**config.mk**
```make
export PLATFORM = sky130hd
export DESIGN_NAME = surfturf_wrapper
export DESIGN_NICKNAME = d
export VERILOG_FILES = /design/src/hdl/turfio_pkg.sv /design/src/hdl/rackbus_pkg.sv /design/src/hdl/surfturf_wrapper.sv /design/src/hdl/surf_command_port.sv /design/src/hdl/turf_command_link.sv /design/src/hdl/turfio_cmd_splice.sv /design/src/hdl/surfturf_register_core.sv
export VERILOG_INCLUDE_DIRS = /design/src /design/src/hdl
export SDC_FILE = /design/constraint.sdc
export NUM_CORES = 2
export LEC_CHECK = 0
export BUFFER_PORTS_ARGS = -buffer_cell sky130_fd_sc_hd__buf_4
export CORE_ASPECT_RATIO = 1.4
export CORE_MARGIN = 5
export CORE_UTILIZATION = 55
export CTS_CLUSTER_DIAMETER = 30
export DETAILED_ROUTE_END_ITERATION = 10
export PLACE_DENSITY = 0.75
export SYNTH_ARGS = -nofsm -noshare
export SYNTH_HDL_FRONTEND = slang
export SYNTH_SLANG_ARGS = --single-unit
```
**constraint.sdc**
```tcl
create_clock -name sysclk_i -period 6.7 [get_ports sysclk_i]
set_clock_uncertainty 0.05 [all_clocks]
set_input_delay 1.34 -clock sysclk_i [delete_from_list [all_inputs] [get_ports sysclk_i]]
set_output_delay 1.34 -clock sysclk_i [all_outputs]
set_load 0.02 [all_outputs]
```
**src/hdl/surfturf_consts.svh**
```systemverilog
`ifndef SURFTURF_CONSTS_SVH
`define SURFTURF_CONSTS_SVH
`default_nettype none

// number of SURF command lines driven from this block
`define SURFTURF_NUM_SURF 7

// training word sent by the TURF, also sent on disabled SURF lines
`define SURFTURF_TRAIN_SEQ 32'hA55A6996

// consecutive training words needed before the TURF link is locked
`define SURFTURF_LOCK_COUNT 4

// register bus address map
`define SURFTURF_ADR_W 12
`define SURFTURF_SLOT_LSB 6
`define SURFTURF_SLOT_W 3

// upper half of the space goes to the splice register core
`define SURFTURF_CORE_BIT 11

`default_nettype wire
`endif
```
**src/hdl/turfio_pkg.sv**
```systemverilog
`default_nettype none

package turfio_pkg;

    typedef enum logic [1:0] {
        RUNCMD_NOP   = 2'd0,
        RUNCMD_SYNC  = 2'd1,
        RUNCMD_START = 2'd2,
        RUNCMD_STOP  = 2'd3
    } runcmd_e;

    // command word as seen on a SURF line, msb goes out first
    typedef struct packed {
        logic        pps;
        runcmd_e     runcmd;
        logic [14:0] trig;
        logic [7:0]  fw;
        logic [5:0]  turf_low;
    } surf_cmd_t;

    // which field of the command word a beat is meant for
    typedef enum logic [1:0] {
        TGT_FW      = 2'd0,
        TGT_RUNCMD  = 2'd1,
        TGT_TRIG_LO = 2'd2,
        TGT_TRIG_HI = 2'd3
    } tfio_tgt_e;

    typedef struct packed {
        logic        valid;
        logic [14:0] data;
        tfio_tgt_e   target;
    } tfio_beat_t;

    typedef enum logic [1:0] {
        LOCK_HUNT   = 2'd0,
        LOCK_TRAIN  = 2'd1,
        LOCK_LOCKED = 2'd2
    } lock_state_e;

endpackage

`default_nettype wire

```
**src/hdl/rackbus_pkg.sv**
```systemverilog
`include "surfturf_consts.svh"
`default_nettype none

package rackbus_pkg;

    // classic single-beat Wishbone request, byte addressed
    typedef struct packed {
        logic                       cyc;
        logic                       stb;
        logic                       we;
        logic [`SURFTURF_ADR_W-1:0] adr;
        logic [3:0]                 sel;
        logic [31:0]                dat;
    } wb_req_t;

    // no err or rty, a slave always acks
    typedef struct packed {
        logic        ack;
        logic [31:0] dat;
    } wb_rsp_t;

endpackage

`default_nettype wire

```
**src/hdl/surfturf_wrapper.sv**
```systemverilog
`timescale 1ns/1ns
`include "surfturf_consts.svh"
`default_nettype none

module surfturf_wrapper (
    input  wire                          sysclk_i,
    input  wire                          rst_n_i,
    input  wire rackbus_pkg::wb_req_t    wb_req_i,
    input  wire                          sync_i,
    input  wire [31:0]                   turf_word_i,
    input  wire                          turf_word_strobe_i,
    input  wire [31:0]                   response_i,
    input  wire turfio_pkg::tfio_beat_t  mode1_i,
    input  wire                          tfio_pps_i,
    input  wire                          use_tfio_pps_i,
    output rackbus_pkg::wb_rsp_t         wb_rsp_o,
    output logic                         mode1_tready_o,
    output turfio_pkg::surf_cmd_t        command_o,
    output logic                         command_valid_o,
    output logic                         command_locked_o,
    output logic [`SURFTURF_NUM_SURF-1:0] cin_o
);
    import rackbus_pkg::*;
    import turfio_pkg::*;

    // slot 0 is the TURF link, the SURF ports follow
    localparam int NSLOT = `SURFTURF_NUM_SURF + 1;

    logic                        core_sel;
    logic [`SURFTURF_SLOT_W-1:0] slot;
    wb_req_t                     core_req;
    wb_rsp_t                     core_rsp;
    wb_req_t                     slot_req [NSLOT];
    wb_rsp_t                     slot_rsp [NSLOT];
    tfio_beat_t                  runcmd_b;
    tfio_beat_t                  trig_b;
    tfio_beat_t                  fw_b;
    logic                        runcmd_rdy;
    logic                        trig_rdy;
    logic                        fw_rdy;
    surf_cmd_t                   spliced;
    logic                        spliced_valid;

    assign core_sel = wb_req_i.adr[`SURFTURF_CORE_BIT];
    assign slot     = wb_req_i.adr[`SURFTURF_SLOT_LSB +: `SURFTURF_SLOT_W];

    // every slave sees the request, only the addressed one gets stb
    always_comb begin
        core_req     = wb_req_i;
        core_req.stb = wb_req_i.stb && core_sel;
        for (int i = 0; i < NSLOT; i++) begin
            slot_req[i]     = wb_req_i;
            slot_req[i].stb = wb_req_i.stb && !core_sel && slot == `SURFTURF_SLOT_W'(i);
        end
    end

    assign wb_rsp_o = core_sel ? core_rsp : slot_rsp[slot];

    surfturf_register_core u_core (
        .sysclk_i(sysclk_i), .rst_n_i(rst_n_i),
        .wb_req_i(core_req), .wb_rsp_o(core_rsp),
        .runcmd_ready_i(runcmd_rdy), .trig_ready_i(trig_rdy), .fw_ready_i(fw_rdy),
        .runcmd_o(runcmd_b), .trig_o(trig_b), .fw_o(fw_b));

    turfio_cmd_splice u_splice (
        .sysclk_i(sysclk_i), .rst_n_i(rst_n_i), .sync_i(sync_i),
        .command_i(command_o), .command_valid_i(command_valid_o),
        .mode1_i(mode1_i), .runcmd_i(runcmd_b), .trig_i(trig_b), .fw_i(fw_b),
        .tfio_pps_i(tfio_pps_i), .use_tfio_pps_i(use_tfio_pps_i),
        .mode1_tready_o(mode1_tready_o), .runcmd_ready_o(runcmd_rdy),
        .trig_ready_o(trig_rdy), .fw_ready_o(fw_rdy),
        .spliced_o(spliced), .spliced_valid_o(spliced_valid));

    turf_command_link u_turf (
        .sysclk_i(sysclk_i), .rst_n_i(rst_n_i),
        .wb_req_i(slot_req[0]), .wb_rsp_o(slot_rsp[0]),
        .turf_word_i(turf_word_i), .turf_word_strobe_i(turf_word_strobe_i),
        .response_i(response_i), .command_o(command_o),
        .command_valid_o(command_valid_o), .command_locked_o(command_locked_o));

    for (genvar g = 0; g < `SURFTURF_NUM_SURF; g++) begin : g_surf
        surf_command_port u_surf (
            .sysclk_i(sysclk_i), .rst_n_i(rst_n_i),
            .wb_req_i(slot_req[g+1]), .wb_rsp_o(slot_rsp[g+1]),
            .cmd_i(spliced), .cmd_valid_i(spliced_valid), .cin_o(cin_o[g]));
    end

endmodule

`default_nettype wire

```
**src/hdl/surf_command_port.sv**
```systemverilog
`timescale 1ns/1ns
`include "surfturf_consts.svh"
`default_nettype none

module surf_command_port (
    input  wire                        sysclk_i,
    input  wire                        rst_n_i,
    input  wire rackbus_pkg::wb_req_t  wb_req_i,
    input  wire turfio_pkg::surf_cmd_t cmd_i,
    input  wire                        cmd_valid_i,
    output rackbus_pkg::wb_rsp_t       wb_rsp_o,
    output logic                       cin_o
);
    logic        enable_q;
    logic [31:0] shift_q;
    logic [31:0] sent_cnt_q;
    logic [31:0] last_q;
    logic [31:0] load_word;
    logic        ack_q;
    logic [31:0] rdat_q;
    logic        reg_hit;
    logic [1:0]  reg_idx;

    assign reg_hit   = wb_req_i.adr[`SURFTURF_SLOT_LSB-1:4] == '0;
    assign reg_idx   = wb_req_i.adr[3:2];
    // disabled ports keep sending training so the SURF stays aligned
    assign load_word = enable_q ? cmd_i : `SURFTURF_TRAIN_SEQ;
    assign cin_o     = shift_q[31];

    always_ff @(posedge sysclk_i or negedge rst_n_i) begin
        if (!rst_n_i) begin
            enable_q   <= 1'b0;
            shift_q    <= '0;
            sent_cnt_q <= '0;
            ack_q      <= 1'b0;
        end else begin
            ack_q <= wb_req_i.cyc && wb_req_i.stb && !ack_q;
            if (wb_req_i.cyc && wb_req_i.stb && wb_req_i.we && !ack_q
                && reg_hit && reg_idx == 2'd0) begin
                enable_q <= wb_req_i.dat[0];
            end
            if (cmd_valid_i) begin
                shift_q <= load_word;
                if (enable_q) sent_cnt_q <= sent_cnt_q + 1'b1;
            end else begin
                // msb first, last bit is repeated until the next load
                shift_q <= {shift_q[30:0], shift_q[0]};
            end
        end
    end

    always_ff @(posedge sysclk_i) begin
        if (cmd_valid_i) last_q <= load_word;
        if (!reg_hit) rdat_q <= '0;
        else begin
            case (reg_idx)
                2'd0:    rdat_q <= {31'd0, enable_q};
                2'd1:    rdat_q <= sent_cnt_q;
                2'd2:    rdat_q <= last_q;
                default: rdat_q <= '0;
            endcase
        end
    end

    assign wb_rsp_o = '{ack: ack_q, dat: rdat_q};

endmodule

`default_nettype wire

```
**src/hdl/turf_command_link.sv**
```systemverilog
`timescale 1ns/1ns
`include "surfturf_consts.svh"
`default_nettype none

module turf_command_link (
    input  wire                        sysclk_i,
    input  wire                        rst_n_i,
    input  wire rackbus_pkg::wb_req_t  wb_req_i,
    input  wire [31:0]                 turf_word_i,
    input  wire                        turf_word_strobe_i,
    input  wire [31:0]                 response_i,
    output rackbus_pkg::wb_rsp_t       wb_rsp_o,
    output turfio_pkg::surf_cmd_t      command_o,
    output logic                       command_valid_o,
    output logic                       command_locked_o
);
    import turfio_pkg::*;

    localparam int CNT_W = $clog2(`SURFTURF_LOCK_COUNT);

    lock_state_e      state_q;
    logic [CNT_W-1:0] train_cnt_q;
    logic [31:0]      cmd_count_q;
    logic             ack_q;
    logic [31:0]      rdat_q;
    logic             bus_req;
    logic             reg_hit;
    logic [1:0]       reg_idx;
    logic             relock;
    logic             is_train;

    assign bus_req  = wb_req_i.cyc && wb_req_i.stb && !ack_q;
    assign reg_hit  = wb_req_i.adr[`SURFTURF_SLOT_LSB-1:4] == '0;
    assign reg_idx  = wb_req_i.adr[3:2];
    assign relock   = bus_req && wb_req_i.we && reg_hit && reg_idx == 2'd0 && wb_req_i.dat[0];
    assign is_train = turf_word_i == `SURFTURF_TRAIN_SEQ;

    assign command_locked_o = state_q == LOCK_LOCKED;

    always_ff @(posedge sysclk_i or negedge rst_n_i) begin
        if (!rst_n_i) begin
            state_q         <= LOCK_HUNT;
            train_cnt_q     <= '0;
            cmd_count_q     <= '0;
            command_valid_o <= 1'b0;
            ack_q           <= 1'b0;
        end else begin
            ack_q           <= wb_req_i.cyc && wb_req_i.stb && !ack_q;
            command_valid_o <= 1'b0;
            if (relock) begin
                state_q     <= LOCK_HUNT;
                train_cnt_q <= '0;
            end else if (turf_word_strobe_i) begin
                case (state_q)
                    LOCK_HUNT, LOCK_TRAIN: begin
                        if (!is_train) begin
                            state_q     <= LOCK_HUNT;
                            train_cnt_q <= '0;
                        end else if (train_cnt_q == CNT_W'(`SURFTURF_LOCK_COUNT - 1)) begin
                            state_q     <= LOCK_LOCKED;
                            train_cnt_q <= '0;
                        end else begin
                            state_q     <= LOCK_TRAIN;
                            train_cnt_q <= train_cnt_q + 1'b1;
                        end
                    end
                    LOCK_LOCKED: begin
                        // training words between commands are just idle fill
                        if (!is_train) begin
                            command_valid_o <= 1'b1;
                            cmd_count_q     <= cmd_count_q + 1'b1;
                        end
                    end
                    default: state_q <= LOCK_HUNT;
                endcase
            end
        end
    end

    always_ff @(posedge sysclk_i) begin
        if (turf_word_strobe_i && command_locked_o && !is_train) command_o <= turf_word_i;
        if (!reg_hit) rdat_q <= '0;
        else begin
            case (reg_idx)
                2'd0:    rdat_q <= {30'd0, state_q};
                2'd1:    rdat_q <= cmd_count_q;
                2'd2:    rdat_q <= command_o;
                default: rdat_q <= response_i;
            endcase
        end
    end

    assign wb_rsp_o = '{ack: ack_q, dat: rdat_q};

    a_cmd_needs_lock: assert property (@(posedge sysclk_i) disable iff (!rst_n_i)
        command_valid_o |-> $past(command_locked_o));

endmodule

`default_nettype wire

```
**src/hdl/turfio_cmd_splice.sv**
```systemverilog
`timescale 1ns/1ns
`default_nettype none

module turfio_cmd_splice (
    input  wire                          sysclk_i,
    input  wire                          rst_n_i,
    input  wire                          sync_i,
    input  wire turfio_pkg::surf_cmd_t   command_i,
    input  wire                          command_valid_i,
    input  wire turfio_pkg::tfio_beat_t  mode1_i,
    input  wire turfio_pkg::tfio_beat_t  runcmd_i,
    input  wire turfio_pkg::tfio_beat_t  trig_i,
    input  wire turfio_pkg::tfio_beat_t  fw_i,
    input  wire                          tfio_pps_i,
    input  wire                          use_tfio_pps_i,
    output logic                         mode1_tready_o,
    output logic                         runcmd_ready_o,
    output logic                         trig_ready_o,
    output logic                         fw_ready_o,
    output turfio_pkg::surf_cmd_t        spliced_o,
    output logic                         spliced_valid_o
);
    import turfio_pkg::*;

    surf_cmd_t   cmd_q;
    surf_cmd_t   nxt;
    runcmd_e     run_q;
    logic [14:0] trig_q;
    logic [7:0]  fw_q;
    logic        pps_q;
    // one pending flag per target, trig is split into low and high parts
    logic [3:0]  pend_q;
    logic [3:0]  m1_take;
    logic [3:0]  core_take;
    logic [3:0]  take;

    assign mode1_tready_o = !pend_q[mode1_i.target];

    always_comb begin
        m1_take = '0;
        if (mode1_i.valid && mode1_tready_o) m1_take[mode1_i.target] = 1'b1;
    end

    // mode1 gets the field first when both offer it in one cycle
    assign runcmd_ready_o = !pend_q[TGT_RUNCMD] && !m1_take[TGT_RUNCMD];
    assign fw_ready_o     = !pend_q[TGT_FW] && !m1_take[TGT_FW];
    assign trig_ready_o   = !(pend_q[TGT_TRIG_LO] || pend_q[TGT_TRIG_HI]
                              || m1_take[TGT_TRIG_LO] || m1_take[TGT_TRIG_HI]);

    always_comb begin
        core_take = '0;
        core_take[TGT_RUNCMD]  = runcmd_i.valid && runcmd_ready_o;
        core_take[TGT_FW]      = fw_i.valid && fw_ready_o;
        core_take[TGT_TRIG_LO] = trig_i.valid && trig_ready_o;
        core_take[TGT_TRIG_HI] = trig_i.valid && trig_ready_o;
    end

    assign take = m1_take | core_take;

    always_ff @(posedge sysclk_i or negedge rst_n_i) begin
        if (!rst_n_i) begin
            cmd_q           <= '0;
            pend_q          <= '0;
            pps_q           <= 1'b0;
            spliced_valid_o <= 1'b0;
        end else begin
            if (command_valid_i) cmd_q <= command_i;
            // a beat taken during sync lands in the next window
            pend_q          <= (sync_i ? 4'd0 : pend_q) | take;
            pps_q           <= !sync_i && (pps_q || tfio_pps_i);
            spliced_valid_o <= sync_i;
        end
    end

    always_ff @(posedge sysclk_i) begin
        if (m1_take[TGT_RUNCMD]) run_q <= runcmd_e'(mode1_i.data[1:0]);
        else if (core_take[TGT_RUNCMD]) run_q <= runcmd_e'(runcmd_i.data[1:0]);
        if (m1_take[TGT_FW]) fw_q <= mode1_i.data[7:0];
        else if (core_take[TGT_FW]) fw_q <= fw_i.data[7:0];
        if (m1_take[TGT_TRIG_LO]) trig_q[7:0] <= mode1_i.data[7:0];
        if (m1_take[TGT_TRIG_HI]) trig_q[14:8] <= mode1_i.data[6:0];
        if (core_take[TGT_TRIG_LO]) trig_q <= trig_i.data;
        if (sync_i) spliced_o <= nxt;
    end

    always_comb begin
        nxt = cmd_q;
        if (pend_q[TGT_RUNCMD]) nxt.runcmd = run_q;
        if (pend_q[TGT_TRIG_LO]) nxt.trig[7:0] = trig_q[7:0];
        if (pend_q[TGT_TRIG_HI]) nxt.trig[14:8] = trig_q[14:8];
        if (pend_q[TGT_FW]) nxt.fw = fw_q;
        nxt.pps = use_tfio_pps_i ? (pps_q || tfio_pps_i) : cmd_q.pps;
    end

    // once a field has taken a beat it stays closed for the rest of the window
    a_one_per_field: assert property (@(posedge sysclk_i) disable iff (!rst_n_i)
        (take & $past(take)) == '0);

endmodule

`default_nettype wire

```
**src/hdl/surfturf_register_core.sv**
```systemverilog
`timescale 1ns/1ns
`include "surfturf_consts.svh"
`default_nettype none

module surfturf_register_core (
    input  wire                        sysclk_i,
    input  wire                        rst_n_i,
    input  wire rackbus_pkg::wb_req_t  wb_req_i,
    input  wire                        runcmd_ready_i,
    input  wire                        trig_ready_i,
    input  wire                        fw_ready_i,
    output rackbus_pkg::wb_rsp_t       wb_rsp_o,
    output turfio_pkg::tfio_beat_t     runcmd_o,
    output turfio_pkg::tfio_beat_t     trig_o,
    output turfio_pkg::tfio_beat_t     fw_o
);
    import turfio_pkg::*;

    logic        ack_q;
    logic [31:0] rdat_q;
    logic [2:0]  vld_q;
    logic [14:0] dat_q [3];
    logic [2:0]  rdy;
    logic [2:0]  load;
    logic        wr_en;
    logic        reg_hit;
    logic [1:0]  reg_idx;

    assign reg_hit = wb_req_i.adr[`SURFTURF_CORE_BIT-1:4] == '0;
    assign reg_idx = wb_req_i.adr[3:2];
    assign wr_en   = wb_req_i.cyc && wb_req_i.stb && wb_req_i.we && !ack_q && reg_hit;
    assign rdy     = {fw_ready_i, trig_ready_i, runcmd_ready_i};

    // a write to a channel still waiting on the splice is dropped
    always_comb begin
        for (int i = 0; i < 3; i++) begin
            load[i] = wr_en && reg_idx == 2'(i) && !vld_q[i];
        end
    end

    always_ff @(posedge sysclk_i or negedge rst_n_i) begin
        if (!rst_n_i) begin
            ack_q <= 1'b0;
            vld_q <= '0;
        end else begin
            ack_q <= wb_req_i.cyc && wb_req_i.stb && !ack_q;
            vld_q <= (vld_q & ~rdy) | load;
        end
    end

    always_ff @(posedge sysclk_i) begin
        if (load[0]) dat_q[0] <= {13'd0, wb_req_i.dat[1:0]};
        if (load[1]) dat_q[1] <= wb_req_i.dat[14:0];
        if (load[2]) dat_q[2] <= {7'd0, wb_req_i.dat[7:0]};
        if (!reg_hit) rdat_q <= '0;
        else if (reg_idx == 2'd3) rdat_q <= {29'd0, vld_q};
        else rdat_q <= {17'd0, dat_q[reg_idx]};
    end

    assign wb_rsp_o = '{ack: ack_q, dat: rdat_q};
    assign runcmd_o = '{valid: vld_q[0], data: dat_q[0], target: TGT_RUNCMD};
    assign trig_o   = '{valid: vld_q[1], data: dat_q[1], target: TGT_TRIG_LO};
    assign fw_o     = '{valid: vld_q[2], data: dat_q[2], target: TGT_FW};

    // a stalled beat keeps its data until the splice takes it
    for (genvar g = 0; g < 3; g++) begin : g_hold
        a_beat_hold: assert property (@(posedge sysclk_i) disable iff (!rst_n_i)
            vld_q[g] && !rdy[g] |=> $stable(dat_q[g]));
    end

endmodule

`default_nettype wire

```
==> metrics.txt <==
# TYPE chip_impl_metric gauge
chip_impl_metric{name="synth_edf_count",unit=""} 338
chip_impl_metric{name="clock_sinks",unit=""} 1151
chip_impl_metric{name="initial_antenna_violation_count",unit=""} 0
chip_impl_metric{name="preCtsSetupSlack",unit="ns"} 1.44
chip_impl_metric{name="syn_to_final_growth",unit="%"} 16.0
chip_impl_metric{name="power",unit="mW"} 16.2
chip_impl_metric{name="total_leakage_power",unit="nW"} 21.2
chip_impl_metric{name="crit_arrival",unit="ns"} 3.90
chip_impl_info{name="synth_top_cells_by_area",value="dfrtp_1, edfxtp_1, dfxtp_1"} 1
chip_impl_metric{name="io_buffers",unit=""} 183
chip_impl_metric{name="post_synth_top_area_share",unit="%"} 29.8
chip_impl_metric{name="clock_power_share",unit="%"} 49.0
chip_impl_metric{name="max_slew_margin",unit="%"} 25.9
chip_impl_metric{name="setup_viol",unit=""} 0
chip_impl_metric{name="place_congestion",unit=""} 0.910
chip_impl_metric{name="post-dp-hpwl",unit="um"} 87500
chip_impl_metric{name="placeableCoreArea",unit="um2"} 82600
chip_impl_metric{name="netSwitchingPower",unit="mW"} 3.74
chip_impl_metric{name="power_frac_comb",unit="%"} 4.6
chip_impl_metric{name="grt_start_max_net_pins",unit=""} 164
chip_impl_metric{name="share_of_layout_cells_above_drive_strength_1",unit="%"} 21.0
chip_impl_info{name="hold_sp",value="u_splice.cmd_q[3]"} 1
chip_impl_metric{name="max_slew.worst_pin.slew",unit="ns"} 1.11
chip_impl_metric{name="cellPowerDensity",unit="nW/um2"} 306
chip_impl_metric{name="worst_path_largest_cell_delay",unit="ns"} 0.62
chip_impl_info{name="synthTopCellsByCount",value="dfrtp_1, nor2_1, edfxtp_1"} 1
chip_impl_metric{name="max-clock-path-buffers",unit=""} 3
chip_impl_metric{name="postSynthNetCount",unit=""} 3758
chip_impl_metric{name="grt_pass1_wl",unit="um"} 196000
chip_impl_info{name="clock_tree_from_tritoncts",value="yes"} 1
chip_impl_metric{name="synth.lib_cells_used.distinct",unit=""} 51
chip_impl_metric{name="post_synth.cell_area_avg",unit="um2"} 12.6
chip_impl_metric{name="netlist_area",unit="um2"} 45600
chip_impl_metric{name="critical_path_buf_inv_count",unit=""} 3
chip_impl_metric{name="vdd.ir_drop.worst",unit="uV"} 326
chip_impl_metric{name="holdBufCountCts",unit=""} 0
chip_impl_metric{name="clock_insertion_delay_worst_skew",unit="ns"} 0.75
chip_impl_metric{name="post_cts_setup_buffers",unit=""} 0
chip_impl_metric{name="rows",unit=""} 125
chip_impl_metric{name="totalWireLength",unit="um"} 132000
chip_impl_metric{name="cts-buffers-inserted",unit=""} 143
chip_impl_metric{name="avgViaCountPerCell",unit=""} 6.07
chip_impl_metric{name="clock_tree.htree_level_count",unit=""} 4
chip_impl_metric{name="power_frac_seq",unit="%"} 46.4
chip_impl_metric{name="cap_violations",unit=""} 0
chip_impl_metric{name="final_worst_setup_slack",unit="ns"} 1.41
chip_impl_metric{name="synth_sequential_area_ratio",unit="%"} 64.0
chip_impl_metric{name="post-place-cells",unit=""} 4677
chip_impl_metric{name="design.final.nets",unit=""} 3891
chip_impl_metric{name="timing.setup.tns",unit="ns"} 0
chip_impl_metric{name="die-height",unit="um"} 351
chip_impl_info{name="grt.busiest_layer",value="met2"} 1
chip_impl_info{name="cp-end-kind",value="primary output"} 1
chip_impl_info{name="run_status",value="finished, final reports clean"} 1
chip_impl_info{name="synthDominantAreaCellType",value="dfrtp_1"} 1
chip_impl_metric{name="yosys_register_bits",unit=""} 1151
chip_impl_metric{name="post_layout_nonfiller_instances",unit=""} 4946
chip_impl_info{name="critical_path.top_delay_family",value="buffers and inverters"} 1
chip_impl_metric{name="synth_warnings",unit=""} 0
chip_impl_metric{name="floorplan.die_area",unit="um2"} 88800
chip_impl_metric{name="first_global_vias",unit=""} 30900
chip_impl_metric{name="wl_per_cell",unit="um"} 26.8
chip_impl_metric{name="layout_worst_path_cycle_share",unit="%"} 79.0
chip_impl_info{name="cts-root-buf",value="clkbuf_16"} 1
chip_impl_info{name="critPathKind",value="input port to primary output"} 1
chip_impl_metric{name="shortest_period_the_worst_path_allows",unit="ns"} 5.29
chip_impl_metric{name="clk_pin_slew",unit="ns"} 0.06
chip_impl_metric{name="detailedRoute.firstPassIterationCount",unit=""} 5
chip_impl_metric{name="number_of_hold_violations_in_the_final_report",unit=""} 0
chip_impl_metric{name="top_level_ports",unit=""} 214
chip_impl_info{name="yosysMostFrequentCell",value="dfrtp_1"} 1
chip_impl_info{name="ys_dominant_reg_cell",value="dfrtp_1"} 1
chip_impl_info{name="cp_slowest_cell",value="buf_4"} 1
chip_impl_info{name="timing.rr.start",value="u_splice.spliced_valid_o"} 1
chip_impl_metric{name="synth_async_sr_flop_share",unit="%"} 47.1
chip_impl_metric{name="chip_width",unit="um"} 253
chip_impl_info{name="hold_path_class",value="flip-flop to flip-flop"} 1
chip_impl_metric{name="fmax",unit="MHz"} 189
chip_impl_info{name="grt_setup_unrepaired",value="false"} 1
chip_impl_metric{name="synthesis.instances",unit=""} 3610
chip_impl_metric{name="nFillCells",unit=""} 6009
chip_impl_metric{name="gr-usage-met1",unit="%"} 34.6
chip_impl_metric{name="globalRouteOverflowTotal",unit=""} 0
chip_impl_info{name="crit_path_cell_trace",value="buf_4 -> buf_12 -> mux4_2 -> mux2i_1 -> nor2_1 -> buf_4"} 1
chip_impl_metric{name="swShare",unit="%"} 23.2
chip_impl_metric{name="initial_core_util",unit="%"} 55.2
chip_impl_metric{name="globalRouteMet3Util",unit="%"} 5.78
chip_impl_metric{name="ant_nets",unit=""} 0
chip_impl_metric{name="critical_path_required",unit="ns"} 5.31
chip_impl_metric{name="initialDrtViolationCount",unit=""} 2991
chip_impl_metric{name="cp_max_fo",unit=""} 41
chip_impl_metric{name="final_max_tran_viols",unit=""} 0
chip_impl_metric{name="grt.total_usage",unit="%"} 29.8
chip_impl_metric{name="grt_use_met2",unit="%"} 50.3
chip_impl_info{name="critical-path-top-cell-by-count",value="buf_4"} 1
chip_impl_info{name="critical_path.startpoint",value="wb_req_i[42]"} 1
chip_impl_metric{name="postCtsResizedCells",unit=""} 0
chip_impl_metric{name="p_int",unit="mW"} 12.4
chip_impl_metric{name="route.detailed.drc",unit=""} 0
chip_impl_info{name="start_kind",value="input port"} 1
chip_impl_metric{name="count_of_vias_placed_by_the_detailed_router",unit=""} 30000
-- final cells by class --
cell class                      count  area [um2]  share of cell area [%]
Antenna cell                        1        2.50                 0.00474
Sequential cell                  1151       29200                    55.2
Inverter                           41         154                   0.291
Clock inverter                     87         970                    1.84
Clock buffer                      181        4020                    7.62
Multi-Input combinational cell   2179       15400                    29.1
Timing Repair Buffer              227        1820                    3.45
Tap cell                         1079        1350                    2.56
-- cell families after synthesis --
group / count (synthesis) / share of synthesized area, %
AO/OA/AOI/OAI: 410 / 6.28
XOR/XNOR: 248 / 4.77
adder cells (fa/ha/maj): 9 / 0.247
buffers and inverters: 280 / 2.45
flip-flops: 1151 / 64.0
multiplexers: 349 / 10.2
AND/OR/NAND/NOR: 1163 / 12.0
-- state kept, by name (all words and copies together) (netlist names), 224 cells and up --
signal / flops
g_surf.u_surf.shift_q: 224
g_surf.u_surf.sent_cnt_q: 224
g_surf.u_surf.rdat_q: 224
g_surf.u_surf.last_q: 224
-- metal layers --
layer	part of all wire (%)	vias to the layer above
li1	-	13100
met2	50	1376
met1	35	15200
met4	7.9	0
met5	0	-
met3	6.8	361
-- power by group through the flow --
stage                     Clock, mW  Combinational [mW]  Sequential (mW)
after CTS                      7.97               0.739             7.49
after global placement            0               0.723             7.62
after floorplan                   0               0.408             7.59
after detailed placement          0               0.733             7.63
final                          7.92               0.740             7.49
after global routing           8.30               0.793             7.50
-- cell usage in the layout (no fill, tap or decap), types with 20 or more instances in the layout --
cell / Yosys / final
dfrtp_1: 542 / 534
nor2_1: 476 / 476
edfxtp_1: 338 / 338
dfxtp_1: 271 / 271
a22oi_1: 254 / 254
nand2_1: 240 / 240
mux2_2: 240 / 240
buf_4: 8 / 217
xnor2_1: 161 / 161
clkbuf_16: 0 / 153
and2_1: 135 / 135
a31oi_1: 112 / 112
nand3_1: 89 / 89
xor2_1: 87 / 87
mux4_2: 70 / 70
nand4_1: 60 / 60
inv_1: 41 / 41
mux2i_1: 39 / 39
nor3_1: 41 / 38
and3_1: 34 / 34
o21ai_0: 23 / 23
inv_6: 0 / 23
and4_1: 20 / 20
-- per-stage QoR --
stage	util, %	area [um2]	hold slack (ns)
global placement	57.9	47800	0.380
CTS	64.0	52800	0.394
detailed placement	57.9	47800	0.381
floorplan	-	45600	0.366
global route	64.0	52800	0.397
finish	64.0	52800	0.393
-- worst register-to-register path: cells and delay by family, from the launching register on --
family                 cells  cell delay, ns
AND/OR/NAND/NOR            3            2.12
flip-flops                 1            0.72
buffers and inverters      1            0.49
XOR/XNOR                   1            0.18
-- final timing paths --
path	slack [ns]	cells after the start	to
setup / recovery	1.41	6	wb_rsp_o[22]
hold / removal	0.39	0	u_splice.spliced_o[3]
setup reg to reg	3.05	5	g_surf[2].u_surf.sent_cnt_q[19]
hold reg to reg	0.39	0	u_splice.spliced_o[3]
max in group asynchronous	4.57	2	g_surf[2].u_surf.shift_q[2]
min in group asynchronous	0.63	1	g_surf[4].u_surf.shift_q[14]
Power figures use the tool's default switching activity.
